$ cat src/hdl/pacman_pkg.sv
`default_nettype none

package pacman_pkg;

	// grid geometry
	localparam int MAP_COLS = 40;
	localparam int MAP_ROWS = 30;
	localparam int TILE_BITS = 4;
	localparam int TILE_PX = 16;
	localparam int ROW_BITS = MAP_COLS * TILE_BITS;
	localparam int COL_W = 6;
	localparam int ROW_W = 5;

	// tile codes as stored in the map
	localparam logic [TILE_BITS-1:0] TILE_EMPTY = 4'd0;
	localparam logic [TILE_BITS-1:0] TILE_WALL = 4'd1;
	localparam logic [TILE_BITS-1:0] TILE_PILL = 4'd2;
	localparam logic [TILE_BITS-1:0] TILE_PACMAN = 4'd3;

	// player start and the inner wall
	localparam logic [COL_W-1:0] START_X = 6'd20;
	localparam logic [ROW_W-1:0] START_Y = 5'd15;
	localparam int WALL_COL = 10;
	localparam int WALL_ROW_LO = 5;
	localparam int WALL_ROW_HI = 24;

	// sprite extents inside a tile
	localparam int PILL_LO = 6;
	localparam int PILL_HI = 9;
	localparam int PAC_LO = 2;
	localparam int PAC_HI = 13;

	// 24-bit rgb
	localparam logic [23:0] COLOR_WALL = 24'h2121de;
	localparam logic [23:0] COLOR_PILL = 24'hffb8ae;
	localparam logic [23:0] COLOR_PACMAN = 24'hffff00;
	localparam logic [23:0] COLOR_BLACK = 24'h000000;

	// ps/2 set 2 arrow codes, E0 prefix dropped
	localparam logic [7:0] KEY_UP = 8'h75;
	localparam logic [7:0] KEY_DOWN = 8'h72;
	localparam logic [7:0] KEY_LEFT = 8'h6b;
	localparam logic [7:0] KEY_RIGHT = 8'h74;

	// player controller FSM encodings
	localparam int STATE_W = 4;
	localparam logic [STATE_W-1:0] ST_IDLE = 4'd0;
	localparam logic [STATE_W-1:0] ST_INIT = 4'd1;
	localparam logic [STATE_W-1:0] ST_INIT_END = 4'd2;
	localparam logic [STATE_W-1:0] ST_CHECK = 4'd3;
	localparam logic [STATE_W-1:0] ST_CLEAR = 4'd4;
	localparam logic [STATE_W-1:0] ST_WR_CLEAR = 4'd5;
	localparam logic [STATE_W-1:0] ST_REREAD = 4'd6;
	localparam logic [STATE_W-1:0] ST_PUT = 4'd7;
	localparam logic [STATE_W-1:0] ST_FINISH = 4'd8;

	// one map row, tile 0 in the top nibble
	typedef union packed {
		logic [ROW_BITS-1:0] raw;
		logic [0:MAP_COLS-1][TILE_BITS-1:0] tiles;
	} map_row_t;

	// maze rule for one row
	function automatic map_row_t maze_row(input logic [ROW_W-1:0] row);
		map_row_t word;
		for (int c = 0; c < MAP_COLS; c++) begin
			if (row == 0 || row == MAP_ROWS - 1 || c == 0 || c == MAP_COLS - 1 ||
				(c == WALL_COL && row >= WALL_ROW_LO && row <= WALL_ROW_HI)) begin
				word.tiles[c] = TILE_WALL;
			end else if (c == START_X && row == START_Y) begin
				word.tiles[c] = TILE_PACMAN;
			end else begin
				word.tiles[c] = TILE_PILL;
			end
		end
		return word;
	endfunction

endpackage

`default_nettype wire
$ cat src/hdl/pacman_loc_ctrl.sv
`default_nettype none

module pacman_loc_ctrl import pacman_pkg::*; (
	input logic CLOCK_50,
	input logic rst_n,
	input logic start,
	input logic step_tick,
	input logic up,
	input logic down,
	input logic left,
	input logic right,
	input map_row_t redata,
	output logic [ROW_W-1:0] rdaddr,
	output logic [ROW_W-1:0] wraddr,
	output map_row_t wrdata,
	output logic wren,
	output logic [COL_W-1:0] pac_x,
	output logic [ROW_W-1:0] pac_y,
	output logic [15:0] pill_count,
	output logic busy,
	output logic move_done,
	output logic move_blocked
);

	logic [STATE_W-1:0] state;
	logic [ROW_W-1:0] row_cnt;
	logic [COL_W-1:0] nxt_x;
	logic [ROW_W-1:0] nxt_y;
	logic [COL_W-1:0] tgt_x;
	logic [ROW_W-1:0] tgt_y;
	logic got_pill;
	logic move_req;
	map_row_t row_mod;

	// neighbour tile in the held direction
	always_comb begin
		nxt_x = pac_x;
		nxt_y = pac_y;
		if (up) begin
			nxt_y = pac_y - 1'b1;
		end else if (down) begin
			nxt_y = pac_y + 1'b1;
		end else if (left) begin
			nxt_x = pac_x - 1'b1;
		end else if (right) begin
			nxt_x = pac_x + 1'b1;
		end
	end

	assign move_req = step_tick & (up | down | left | right) & (state == ST_IDLE);
	assign busy = (state != ST_IDLE);

	// read address is set up one cycle ahead of the state that uses the row
	always_comb begin
		case (state)
			ST_IDLE: rdaddr = nxt_y;
			ST_CHECK: rdaddr = pac_y;
			default: rdaddr = tgt_y;
		endcase
	end

	// clear the old tile or place the player into the row just read
	always_comb begin
		row_mod = redata;
		if (state == ST_CLEAR) begin
			row_mod.tiles[pac_x] = TILE_EMPTY;
		end else begin
			row_mod.tiles[tgt_x] = TILE_PACMAN;
		end
	end

	always_ff @(posedge CLOCK_50 or negedge rst_n) begin
		if (!rst_n) begin
			state <= ST_IDLE;
			row_cnt <= '0;
			wren <= 1'b0;
			pac_x <= START_X;
			pac_y <= START_Y;
			pill_count <= '0;
			move_done <= 1'b0;
			move_blocked <= 1'b0;
		end else begin
			wren <= 1'b0;
			move_done <= 1'b0;
			move_blocked <= 1'b0;
			if (start) begin
				// restart from any state
				state <= ST_INIT;
				row_cnt <= '0;
				pill_count <= '0;
				pac_x <= START_X;
				pac_y <= START_Y;
			end else begin
				case (state)
					ST_IDLE: begin
						if (move_req) begin
							state <= ST_CHECK;
						end
					end
					ST_INIT: begin
						wren <= 1'b1;
						row_cnt <= row_cnt + 1'b1;
						if (row_cnt == ROW_W'(MAP_ROWS - 1)) begin
							state <= ST_INIT_END;
						end
					end
					// last row is written on the way out
					ST_INIT_END: state <= ST_IDLE;
					ST_CHECK: begin
						if (redata.tiles[tgt_x] == TILE_WALL) begin
							move_done <= 1'b1;
							move_blocked <= 1'b1;
							state <= ST_IDLE;
						end else begin
							state <= ST_CLEAR;
						end
					end
					ST_CLEAR: begin
						wren <= 1'b1;
						state <= ST_WR_CLEAR;
					end
					ST_WR_CLEAR: state <= ST_REREAD;
					// target row may be the row just cleared, so read it again
					ST_REREAD: state <= ST_PUT;
					ST_PUT: begin
						wren <= 1'b1;
						pac_x <= tgt_x;
						pac_y <= tgt_y;
						if (got_pill) begin
							pill_count <= pill_count + 1'b1;
						end
						state <= ST_FINISH;
					end
					ST_FINISH: begin
						move_done <= 1'b1;
						state <= ST_IDLE;
					end
					default: state <= ST_IDLE;
				endcase
			end
		end
	end

	// write port payload and move target
	always_ff @(posedge CLOCK_50) begin
		case (state)
			ST_IDLE: begin
				if (move_req) begin
					tgt_x <= nxt_x;
					tgt_y <= nxt_y;
				end
			end
			ST_INIT: begin
				wraddr <= row_cnt;
				wrdata <= maze_row(row_cnt);
			end
			ST_CHECK: got_pill <= (redata.tiles[tgt_x] == TILE_PILL);
			ST_CLEAR: begin
				wraddr <= pac_y;
				wrdata <= row_mod;
			end
			ST_PUT: begin
				wraddr <= tgt_y;
				wrdata <= row_mod;
			end
			default: begin
			end
		endcase
	end

endmodule

`default_nettype wire

$ cat config.mk
export PLATFORM = sky130hd
export DESIGN_NAME = pacman_loc_ctrl
export DESIGN_NICKNAME = d
export VERILOG_FILES = /design/src/hdl/pacman_pkg.sv /design/src/hdl/pacman_loc_ctrl.sv
export SDC_FILE = /design/constraint.sdc
export NUM_CORES = 1
export LEC_CHECK = 0
export BUFFER_PORTS_ARGS = -buffer_cell sky130_fd_sc_hd__buf_2
export CAP_MARGIN = 20
export CORE_MARGIN = 5
export CORE_UTILIZATION = 47
export CTS_BUF_LIST = sky130_fd_sc_hd__clkbuf_8 sky130_fd_sc_hd__clkbuf_16
export DETAILED_ROUTE_END_ITERATION = 12
export GPL_ROUTABILITY_DRIVEN = 0
export MAX_ROUTING_LAYER = met4
export PLACE_DENSITY = 0.83
export SYNTH_ARGS = -nofsm -noshare
export SYNTH_HDL_FRONTEND = slang
export SYNTH_SLANG_ARGS = --single-unit
export TNS_END_PERCENT = 5
$ cat constraint.sdc
create_clock -name CLOCK_50 -period 6.2 [get_ports CLOCK_50]
set_input_delay 0.62 -clock CLOCK_50 [delete_from_list [all_inputs] [get_ports CLOCK_50]]
set_output_delay 0.62 -clock CLOCK_50 [all_outputs]
set_load 0.03 [all_outputs]
# Word level (Yosys, flattened, before mapping)
# Cells that the tools add are included.
[totals]
out_inout_bits = 201
elab_cells = 110
inputBits = 168
ff_bits = 216
[classes]
addsub = 6
muxes = 42
n_eq_ne = 13
n_lt_le_gt_ge = 6
n_reduce_logical = 18
bitwise_logic = 12
[ops]
columns = ["operator", "count"]
rows = [
  ["160-bit case mux with 2 select lines", 1],
  ["160-bit bitwise AND", 1],
  ["160-bit two-way mux", 1],
  ["160-bit inverter", 1],
  ["80-bit bitwise AND", 1],
  ["80-bit inverter", 1],
  ["80-bit OR", 1],
  ["4-bit demux with 6-bit select", 2],
  ["16-bit two-way mux", 3],
  ["6-bit two-way mux", 6],
  ["5-bit two-way mux", 6],
  ["4-bit two-way mux", 7],
  ["4-bit case mux with 7 select lines", 1],
  ["4-bit binary-select mux with 6-bit select", 1],
  ["16-bit by 1-bit adder with 16-bit output, second input constant", 1],
  ["4-bit by 3-bit == test with 1-bit output, second input constant", 4],
  ["5-bit case mux with 3 select lines", 1],
  ["7-bit greater-or-equal comparator, second input constant", 2],
  ["7-bit by 1-bit less-than comparator with 1-bit output, second input constant", 2],
  ["6-bit inverter with 7-bit output", 2],
  ["5-bit by 1-bit adder with 5-bit output, second input constant", 2],
  ["5-bit case mux with 2 select lines", 1],
  ["4-bit by 1-bit == test with 1-bit output, second input constant", 2],
  ["4-bit by 2-bit == test with 1-bit output, second input constant", 2],
  ["other kinds (25)", 45],
]

# Logic depth before layout (Yosys ltp)
# Gate-level depths: netlist (run 1).
[logic_depth]
ltp_word = 9
ltp_mapped = 9
depth_no_buf = 8

# Worst setup path after synthesis (run 1)
# No wires, ideal clock.
[synth_path]
path_type = "register -> register"
startpoint = "register state[2]"
endpoint = "register wrdata[0] (netlist bit), enable pin"
setup_ns = 0.549
synth_period_minus_slack_ns = 5.753
arrival_time_ns = 5.204
path_slack_ns = 0.447
stages_incl_launch_ff = 6
path_buffers = 2
t_required_ns = 5.651
path_cell_list = "dfrtp_1 buf_2 or2_2 clkbuf_1 nor3_2 nand2b_1"
[synth_via]
elab_chain_cells = 3
word_cells_on_any_way = 5
cone_classes = "eq/ne (3); reduce/logical (2)"
[synth_lines]
columns = ["element", "line", "source"]
rows = [
  ["start: declaration", "pacman_loc_ctrl.sv:25", "logic [STATE_W-1:0] state;"],
  ["start signal: assignment", "pacman_loc_ctrl.sv:74", "state <= ST_IDLE;"],
  ["start signal: assignment", "pacman_loc_ctrl.sv:88", "state <= ST_INIT;"],
  ["start signal: assignment", "pacman_loc_ctrl.sv:97", "state <= ST_CHECK;"],
  ["4-bit by 3-bit == test with 1-bit output", "pacman_loc_ctrl.sv:146", "case (state)"],
  ["2-bit OR reduction (no line)", "--", ""],
  ["2-bit nonzero test (no line) *", "--", ""],
  ["end signal: assignment", "pacman_loc_ctrl.sv:155", "wrdata <= maze_row(row_cnt);"],
  ["end signal: assignment", "pacman_loc_ctrl.sv:160", "wrdata <= row_mod;"],
  ["end signal: assignment", "pacman_loc_ctrl.sv:164", "wrdata <= row_mod;"],
  ["end: declaration", "pacman_loc_ctrl.sv:15", "output map_row_t wrdata,"],
]
# Mark *: on every way between the ends. The rest lies on a longest branch, timed or not.
# A chain may end at the register's enable or synchronous reset.

# Worst setup path in the final report (run 1)
[layout_path]
startpoint = "register state[0]"
endpoint = "register wrdata[17] (netlist bit) (data pin)"
[layout_via]
elab_chain_cells = 3
word_cells_on_any_way = 6
cone_classes = "eq/ne (3); mux (2); reduce/logical (1)"
[layout_lines]
columns = ["element", "line"]
rows = [
  ["4-bit by 3-bit == test with 1-bit output (on tied branches)", "pacman_loc_ctrl.sv:65, pacman_loc_ctrl.sv:146"],
  ["160-bit two-way mux / 2-bit OR reduction (equally long branches)", "--"],
  ["160-bit case mux with 2 select lines *", "pacman_loc_ctrl.sv:146"],
]
# Marked as above.

==> impl_metrics.prom, run 1 <==
# TYPE chip_impl_metric gauge
chip_impl_info{name="status",value="finished, final reports clean"} 1
chip_impl_metric{name="netlist_instances",unit=""} 1133
chip_impl_metric{name="syn_area_per_cell",unit="um2"} 10.3
chip_impl_metric{name="remaining_drc_errors",unit=""} 0
chip_impl_metric{name="areaGrowthSynthToFinish",unit="%"} 23.7
chip_impl_info{name="layout_common_cells",value="sky130_fd_sc_hd__buf_2 (368), sky130_fd_sc_hd__edfxtp_1 (177), sky130_fd_sc_hd__nand2_1 (129)"} 1
chip_impl_metric{name="cts_resized",unit=""} 0
chip_impl_metric{name="power.static_leakage",unit="uW"} 0.00663
chip_impl_metric{name="cell_rows",unit=""} 57
chip_impl_metric{name="first_pass_iters",unit=""} 11
chip_impl_metric{name="crit_fanout",unit=""} 38
chip_impl_metric{name="design.die.area",unit="mm2"} 0.0280
chip_impl_metric{name="dp.cells",unit=""} 1755
chip_impl_metric{name="post_synth_num_cell_types",unit=""} 73
chip_impl_metric{name="final-max-slew-violation-count",unit=""} 0
chip_impl_metric{name="final_layout_size_suffix_gt1_frac",unit=""} 0.315
chip_impl_metric{name="combined_area_of_the_multi_input_logic_cells",unit="mm2"} 0.00488
chip_impl_metric{name="antenna_violations_before_repair",unit=""} 5
chip_impl_info{name="cpLargestDelayFamily",value="simple AND/OR/NAND/NOR gates"} 1
chip_impl_metric{name="max_cap_violations",unit=""} 0
chip_impl_metric{name="fin_ws",unit="ns"} 2.41
chip_impl_info{name="min_delay_worst_type",value="in2async"} 1
chip_impl_info{name="critical_path.slowest_cell",value="sky130_fd_sc_hd__nand2_1"} 1
chip_impl_metric{name="dr.first_iter.drc_count",unit=""} 2248
chip_impl_metric{name="post_synthesis_instance_area",unit="mm2"} 0.0117
chip_impl_metric{name="slew_headroom",unit=""} 0.186
chip_impl_metric{name="netSwitchingFraction",unit=""} 0.426
chip_impl_info{name="ys.flop_type",value="sky130_fd_sc_hd__edfxtp_1"} 1
chip_impl_metric{name="buffer_ports.inserted",unit=""} 368
chip_impl_metric{name="yosys_register_bits",unit=""} 216
chip_impl_info{name="layout_commonest_cell",value="sky130_fd_sc_hd__buf_2"} 1
chip_impl_metric{name="first_global_vias",unit=""} 11100
chip_impl_metric{name="postCtsHoldBufs",unit=""} 0
chip_impl_metric{name="detailed_place_hpwl",unit="um"} 34300
chip_impl_metric{name="seqCellArea",unit="mm2"} 0.00630
chip_impl_metric{name="cell_internal_pwr",unit="uW"} 3790
chip_impl_metric{name="clock_buffer_count_from_cts",unit=""} 24
chip_impl_metric{name="synth.top_cell.area_share",unit=""} 0.456
chip_impl_metric{name="synth-edff-count",unit=""} 177
chip_impl_metric{name="worstPathBufferInverterCount",unit=""} 0
chip_impl_info{name="setup_repair_after_global_routing_missed_its_margin",value="false"} 1
chip_impl_metric{name="die_h",unit="um"} 167
chip_impl_metric{name="design.final.nets",unit=""} 1635
chip_impl_metric{name="layout.cells.non_filler",unit=""} 1803
chip_impl_metric{name="synthesis.nets",unit=""} 1310
chip_impl_metric{name="utilization",unit=""} 0.591
chip_impl_info{name="critPathCaptureType",value="register"} 1
chip_impl_metric{name="groute.usage.overall",unit=""} 0.319
chip_impl_metric{name="maximum_count_of_clock_buffers_along_a_single_path",unit=""} 3
chip_impl_metric{name="grt-ovfl-total",unit=""} 0
chip_impl_metric{name="routed_wire_length_per_instance",unit="um"} 25.7
chip_impl_metric{name="timing.clock.skew",unit="ns"} 0.0267
chip_impl_info{name="cts_tree",value="yes"} 1
chip_impl_metric{name="cts_num_sinks",unit=""} 216
chip_impl_info{name="root_buffer_cell",value="sky130_fd_sc_hd__clkbuf_16"} 1
chip_impl_metric{name="hold_viol",unit=""} 0
chip_impl_metric{name="num_vias",unit=""} 11600
chip_impl_metric{name="grt_pass1_wl",unit="um"} 67300
chip_impl_metric{name="post_cts_setup_buffers",unit=""} 0
chip_impl_metric{name="cts_max_level",unit=""} 1
chip_impl_metric{name="finalWirelength",unit="um"} 46400
chip_impl_info{name="worstSetupPathType",value="reg2reg"} 1
chip_impl_metric{name="power.combinational.fraction",unit=""} 0.386
chip_impl_metric{name="maximum_operating_frequency",unit="MHz"} 264
chip_impl_metric{name="critical_path_required",unit="ns"} 6.44
chip_impl_metric{name="die-width",unit="um"} 167
chip_impl_metric{name="dpl_worst_slack",unit="ns"} 2.57
chip_impl_metric{name="yosysSeqAreaShare",unit=""} 0.540
chip_impl_metric{name="final.period_utilization",unit=""} 0.611
chip_impl_metric{name="cts.clk_slew.worst_paths",unit="ns"} 0.06
chip_impl_metric{name="setup_viol",unit=""} 0
chip_impl_info{name="worstPathCellList",value="nand4b_1, nand2_1, or2_2, o21ai_0"} 1
chip_impl_metric{name="sequentialPowerShare",unit=""} 0.394
chip_impl_metric{name="coreArea",unit="mm2"} 0.0244
chip_impl_metric{name="worst_ir_drop_vdd",unit="mV"} 0.561
chip_impl_metric{name="io_pins",unit=""} 369
chip_impl_info{name="synth.top_cells.by_area",value="sky130_fd_sc_hd__edfxtp_1 (46%), sky130_fd_sc_hd__dfrtp_1 (7.1%), sky130_fd_sc_hd__o21ai_0 (5.4%)"} 1
chip_impl_metric{name="start_util",unit=""} 0.478
chip_impl_info{name="timing.critical_path.from_type",value="register"} 1
chip_impl_metric{name="whs",unit="ns"} 0.229
chip_impl_metric{name="crit_path_max_incr_delay",unit="ns"} 0.88
chip_impl_info{name="yosysTopAreaCell",value="sky130_fd_sc_hd__edfxtp_1"} 1
chip_impl_metric{name="async_reset_ff_frac",unit=""} 0.181
chip_impl_metric{name="ant_nets",unit=""} 0
chip_impl_metric{name="total_switching_power",unit="uW"} 2820
chip_impl_metric{name="skew_pair_late_insertion_delay",unit="ns"} 0.55
chip_impl_metric{name="pwr_density_cell",unit="mW/mm2"} 459
chip_impl_metric{name="finalCriticalPeriod",unit="ns"} 3.79
chip_impl_metric{name="cp.arrival",unit="ns"} 4.03
chip_impl_metric{name="fillers",unit=""} 2012
chip_impl_metric{name="worst_pin_slew",unit="ns"} 1.22
chip_impl_metric{name="via_count_normalized_by_instance_count",unit=""} 6.45
chip_impl_metric{name="grt_start_max_net_pins",unit=""} 84
chip_impl_metric{name="ys_warn_count",unit=""} 0
chip_impl_metric{name="final_layout_setup_total_negative_slack",unit="ns"} 0
chip_impl_metric{name="clkPwrFrac",unit=""} 0.220
-- routing by layer --
metal,vias to the layer above,global-route usage,wire length (um)
met5,-,-,0
met4,0,0.159,3120
met3,270,0.102,6760
met2,1079,0.526,22100
met1,5418,0.350,14400
li1,4867,-,-
-- logic make-up (layout without fill, tap and decap cells) --
kind of cell | Yosys count | in the layout | share of synthesized area
XOR/XNOR | 25 | 25 | 0.0188
AO/OA/AOI/OAI | 328 | 328 | 0.168
multiplexers | 34 | 34 | 0.0350
flip-flops | 216 | 216 | 0.540
other | 0 | 5 | 0
AND/OR/NAND/NOR | 419 | 419 | 0.186
adder cells (fa/ha/maj) | 9 | 9 | 0.00966
buffers and inverters | 102 | 443 | 0.0422
-- area by class of cell --
class                           instances  area share
Clock buffer                           24      0.0417
Clock inverter                         18      0.0128
Tap cell                              324      0.0281
Multi-Input combinational cell        815       0.339
Sequential cell                       216       0.437
Inverter                               19     0.00495
Antenna cell                            5    0.000868
Timing Repair Buffer                  382       0.136
-- path summary, 6_finish.rpt --
path	start	end	slack (ns)	cells after the start
setup / recovery	state[0]	wrdata[17]	2.41	4
hold / removal	rst_n	pill_count[7]	0.23	1
setup reg to reg	state[0]	wrdata[17]	2.41	4
hold reg to reg	pill_count[15]	pill_count[15]	0.55	2
max in group asynchronous	rst_n	pac_x[3]	5.40	1
min in group CLOCK_50	redata[158]	wrdata[158]	0.37	2
-- flip-flops by register name, indices dropped and copies added (netlist names) --
signal        count
row_cnt           5
tgt_x             6
wrdata          160
pac_x             6
state             4
wren              1
tgt_y             5
got_pill          1
pac_y             5
move_blocked      1
pill_count       16
wraddr            5
move_done         1
-- power by group through the flow --
stage	registers, uW	logic [uW]	clock network (uW)
after floorplan	3650	658	0
after global placement	2610	2490	0
after detailed placement	2620	2530	0
after CTS	2600	2540	1450
after global routing	2630	2670	1520
final	2600	2550	1450
-- metrics by stage --
stage	cell area (um2)	total power [uW]
after global placement	13600	5100
after global routing	14400	6820
after CTS	14400	6590
final	14400	6610
after detailed placement	13600	5150
after floorplan	11700	4310
-- cell usage after synthesis, types with 3 or more instances --
library cell                number
sky130_fd_sc_hd__buf_2          26
sky130_fd_sc_hd__o22ai_1         6
sky130_fd_sc_hd__nor2b_1         7
sky130_fd_sc_hd__nor3_1         17
sky130_fd_sc_hd__nand3b_1        3
sky130_fd_sc_hd__mux2i_1        19
sky130_fd_sc_hd__nand3_1        17
sky130_fd_sc_hd__nand2_1       129
sky130_fd_sc_hd__clkbuf_1       44
sky130_fd_sc_hd__xnor2_1         8
sky130_fd_sc_hd__a221oi_1       10
sky130_fd_sc_hd__edfxtp_1      177
sky130_fd_sc_hd__nor2_1         89
sky130_fd_sc_hd__nand4b_1        5
sky130_fd_sc_hd__xor2_1         17
sky130_fd_sc_hd__ha_1            9
sky130_fd_sc_hd__inv_1          18
sky130_fd_sc_hd__o2bb2ai_1       4
sky130_fd_sc_hd__a22oi_1        20
sky130_fd_sc_hd__mux2_2         10
sky130_fd_sc_hd__nor3_2          3
sky130_fd_sc_hd__nand2b_1        7
sky130_fd_sc_hd__o211ai_1        3
sky130_fd_sc_hd__and3b_1         6
sky130_fd_sc_hd__buf_4           6
sky130_fd_sc_hd__or2_2           6
sky130_fd_sc_hd__dfrtp_1        33
sky130_fd_sc_hd__a221o_1         5
sky130_fd_sc_hd__buf_6           5
sky130_fd_sc_hd__o311ai_1        3
sky130_fd_sc_hd__mux4_2          4
sky130_fd_sc_hd__and3_1         83
sky130_fd_sc_hd__nand4_1         7
sky130_fd_sc_hd__and2_1         15
sky130_fd_sc_hd__or3_1           8
sky130_fd_sc_hd__a21oi_1       102
sky130_fd_sc_hd__a211o_1         5
sky130_fd_sc_hd__a211oi_1        8
sky130_fd_sc_hd__dfstp_2         6
sky130_fd_sc_hd__o21ai_0       125
sky130_fd_sc_hd__o31ai_1         7
sky130_fd_sc_hd__nor3b_1         4
sky130_fd_sc_hd__a31oi_1         7
No activity file was read; power rests on OpenSTA's default activity.
==> inputs of run 2 (changes only) <==
==> constraint.sdc (replaced) <==
create_clock -name CLOCK_50 -period 3.1 [get_ports CLOCK_50]
set_input_delay 0.31 -clock CLOCK_50 [delete_from_list [all_inputs] [get_ports CLOCK_50]]
set_output_delay 0.31 -clock CLOCK_50 [all_outputs]
set_load 0.03 [all_outputs]
==> impl_metrics.prom, run 2 (synthesis gave the netlist of run 1 again) <==
# TYPE chip_impl_metric gauge
chip_impl_info{name="status",value="finished, final reports clean"} 1
chip_impl_metric{name="maximum_count_of_clock_buffers_along_a_single_path",unit=""} 3
chip_impl_metric{name="buffer_ports.inserted",unit=""} 368
chip_impl_info{name="start_point_of_the_worst_hold_path",value="redata[2]"} 1
chip_impl_metric{name="coreArea",unit="mm2"} 0.0244
chip_impl_metric{name="ant_nets",unit=""} 0
chip_impl_info{name="worstPathCellList",value="nor3b_1, and2_1, nand2_1, a211oi_1, nor2_1"} 1
chip_impl_metric{name="first_pass_iters",unit=""} 8
chip_impl_metric{name="grt-ovfl-total",unit=""} 0
chip_impl_info{name="worstSetupPathType",value="reg2reg"} 1
chip_impl_metric{name="areaGrowthSynthToFinish",unit="%"} 25.9
chip_impl_metric{name="routed_wire_length_per_instance",unit="um"} 26.1
chip_impl_metric{name="via_count_normalized_by_instance_count",unit=""} 6.50
chip_impl_metric{name="remaining_drc_errors",unit=""} 0
chip_impl_info{name="timing.critical_path.from",value="pac_x[2]"} 1
chip_impl_metric{name="seqCellArea",unit="mm2"} 0.00630
chip_impl_metric{name="num_vias",unit=""} 11900
chip_impl_info{name="layout_common_cells",value="sky130_fd_sc_hd__buf_2 (368), sky130_fd_sc_hd__edfxtp_1 (177), sky130_fd_sc_hd__nand2_1 (129)"} 1
chip_impl_metric{name="die-width",unit="um"} 167
chip_impl_metric{name="largest_register_ffs",unit=""} 160
chip_impl_metric{name="cts.clk_slew.worst_paths",unit="ns"} 0.06
chip_impl_info{name="timing.critical_path.from_type",value="register"} 1
chip_impl_metric{name="maximum_operating_frequency",unit="MHz"} 331
chip_impl_metric{name="start_util",unit=""} 0.478
chip_impl_info{name="cpLargestDelayFamily",value="simple AND/OR/NAND/NOR gates"} 1
chip_impl_info{name="registers.top_by_ff_count",value="wrdata"} 1
chip_impl_metric{name="antenna_violations_before_repair",unit=""} 4
chip_impl_metric{name="crit_fanout",unit=""} 18
chip_impl_metric{name="io_pins",unit=""} 369
chip_impl_info{name="layout_top_registers",value="wrdata (160), pill_count (16)"} 1
chip_impl_metric{name="grt_start_max_net_pins",unit=""} 64
chip_impl_metric{name="final_layout_size_suffix_gt1_frac",unit=""} 0.326
chip_impl_info{name="layout_commonest_cell",value="sky130_fd_sc_hd__buf_2"} 1
chip_impl_metric{name="hold_viol",unit=""} 0
chip_impl_metric{name="finalWirelength",unit="um"} 47800
chip_impl_metric{name="worstPathBufferInverterCount",unit=""} 0
chip_impl_metric{name="crit_path_max_incr_delay",unit="ns"} 0.79
chip_impl_metric{name="clock_buffer_count_from_cts",unit=""} 24
chip_impl_metric{name="final-max-slew-violation-count",unit=""} 0
chip_impl_metric{name="worst_pin_slew",unit="ns"} 1.12
chip_impl_info{name="cts_tree",value="yes"} 1
chip_impl_metric{name="cts_num_sinks",unit=""} 216
chip_impl_metric{name="max_cap_violations",unit=""} 0
chip_impl_metric{name="worst_ir_drop_vdd",unit="mV"} 0.888
chip_impl_metric{name="design.final.nets",unit=""} 1661
chip_impl_metric{name="slew_headroom",unit=""} 0.249
chip_impl_metric{name="critical_path_required",unit="ns"} 3.33
chip_impl_metric{name="grt_pass1_wl",unit="um"} 69300
chip_impl_metric{name="cts_resized",unit=""} 0
chip_impl_metric{name="die_h",unit="um"} 167
chip_impl_metric{name="cell_rows",unit=""} 57
chip_impl_info{name="critPathCaptureType",value="register"} 1
chip_impl_metric{name="power.static_leakage",unit="uW"} 0.00677
chip_impl_metric{name="pwr_density_cell",unit="mW/mm2"} 912
chip_impl_metric{name="finalCriticalPeriod",unit="ns"} 3.02
chip_impl_info{name="setup_repair_after_global_routing_missed_its_margin",value="false"} 1
chip_impl_metric{name="utilization",unit=""} 0.602
chip_impl_metric{name="skew_pair_late_insertion_delay",unit="ns"} 0.52
chip_impl_info{name="r2r-start",value="pac_x[2]"} 1
chip_impl_metric{name="final.period_utilization",unit=""} 0.974
chip_impl_metric{name="final_layout_setup_total_negative_slack",unit="ns"} 0
chip_impl_info{name="min_delay_worst_type",value="in2reg"} 1
chip_impl_metric{name="cts_max_level",unit=""} 1
chip_impl_metric{name="timing.clock.skew",unit="ns"} 0.0132
chip_impl_metric{name="cp.arrival",unit="ns"} 3.25
chip_impl_info{name="critical_path.slowest_cell",value="sky130_fd_sc_hd__nor3b_1"} 1
chip_impl_info{name="root_buffer_cell",value="sky130_fd_sc_hd__clkbuf_16"} 1
chip_impl_metric{name="groute.usage.overall",unit=""} 0.328
chip_impl_metric{name="design.die.area",unit="mm2"} 0.0280
chip_impl_metric{name="first_global_vias",unit=""} 11400
chip_impl_metric{name="setup_viol",unit=""} 0
chip_impl_metric{name="detailed_place_hpwl",unit="um"} 35900
chip_impl_metric{name="fillers",unit=""} 2000
chip_impl_metric{name="combined_area_of_the_multi_input_logic_cells",unit="mm2"} 0.00488
chip_impl_metric{name="dr.first_iter.drc_count",unit=""} 2141
[run 2: cell count changes in the layout (fill, tap and decap cells not counted), moves of 2 or more]
cell | previous run | this run
sky130_fd_sc_hd__inv_1 | 23 | 20
sky130_fd_sc_hd__clkinv_1 | 1 | 6
sky130_fd_sc_hd__buf_12 | 1 | 6
sky130_fd_sc_hd__buf_4 | 13 | 33
sky130_fd_sc_hd__diode_2 | 5 | 7
[run 2: area by class of cell]
cell class | count | share of cell area
Timing Repair Buffer | 408 | 0.151
Antenna cell | 7 | 0.00119
Multi-Input combinational cell | 815 | 0.333
Sequential cell | 216 | 0.429
Clock buffer | 25 | 0.0426
Clock inverter | 19 | 0.0106
Inverter | 19 | 0.00486
Tap cell | 324 | 0.0276
[run 2: what timing repair did]
| action | 4_1_cts | 5_1_grt |
|---|---|---|
| hold buffers | 1 | 0 |
| endpoints found under the hold margin | 33 | 0 |
| buffers inserted | 0 | 0 |
[run 2: path summary, 6_finish.rpt]
check                                      end  slack, ns  cells past startpoint
worst max-delay path                wrdata[76]       0.08                      5
worst min-delay path                 wrdata[2]       0.09                      2
worst max register to register      wrdata[76]       0.08                      5
worst min register to register  pill_count[15]       0.55                      2
max in group asynchronous             pac_x[0]       2.08                      2
min in group asynchronous       pill_count[10]       0.46                      2
[run 2: power breakdown]
part / total [uW] / switching (uW) / internal, uW
clock: 2860 / 1220 / 1640
sequential: 5160 / 440 / 4720
combinational: 5370 / 4060 / 1310
total: 13400 / 5720 / 7660
[run 2: worst reg2reg max path: stages (launching register included)]
cell	delay [ns]
sky130_fd_sc_hd__dfstp_2	0.72
sky130_fd_sc_hd__nor3b_1	0.79
sky130_fd_sc_hd__and2_1	0.36
sky130_fd_sc_hd__nand2_1	0.11
sky130_fd_sc_hd__a211oi_1	0.65
sky130_fd_sc_hd__nor2_1	0.11
[run 2: per-layer routing]
metal / up-vias / track usage / part of all wire
met2: 1176 / 0.532 / 0.46
li1: 4925 / - / -
met3: 309 / 0.105 / 0.15
met5: - / - / 0
met1: 5498 / 0.356 / 0.31
met4: 0 / 0.188 / 0.080
[run 2: metrics by stage]
step	total power, uW	cell area, um2	cells	hold WS [ns]	worst slack [ns]
6_report	13400	14700	1833	0.0913	0.0803
3_3_place_gp	10400	13800	1780	0.485	0.257
4_1_cts	13300	14700	1826	0.0778	0.283
5_1_grt	13800	14700	1830	0.0936	0.102
3_5_place_dp	10500	13900	1781	0.481	0.303
2_1_floorplan	8510	11700	1133	0.0144	0.133
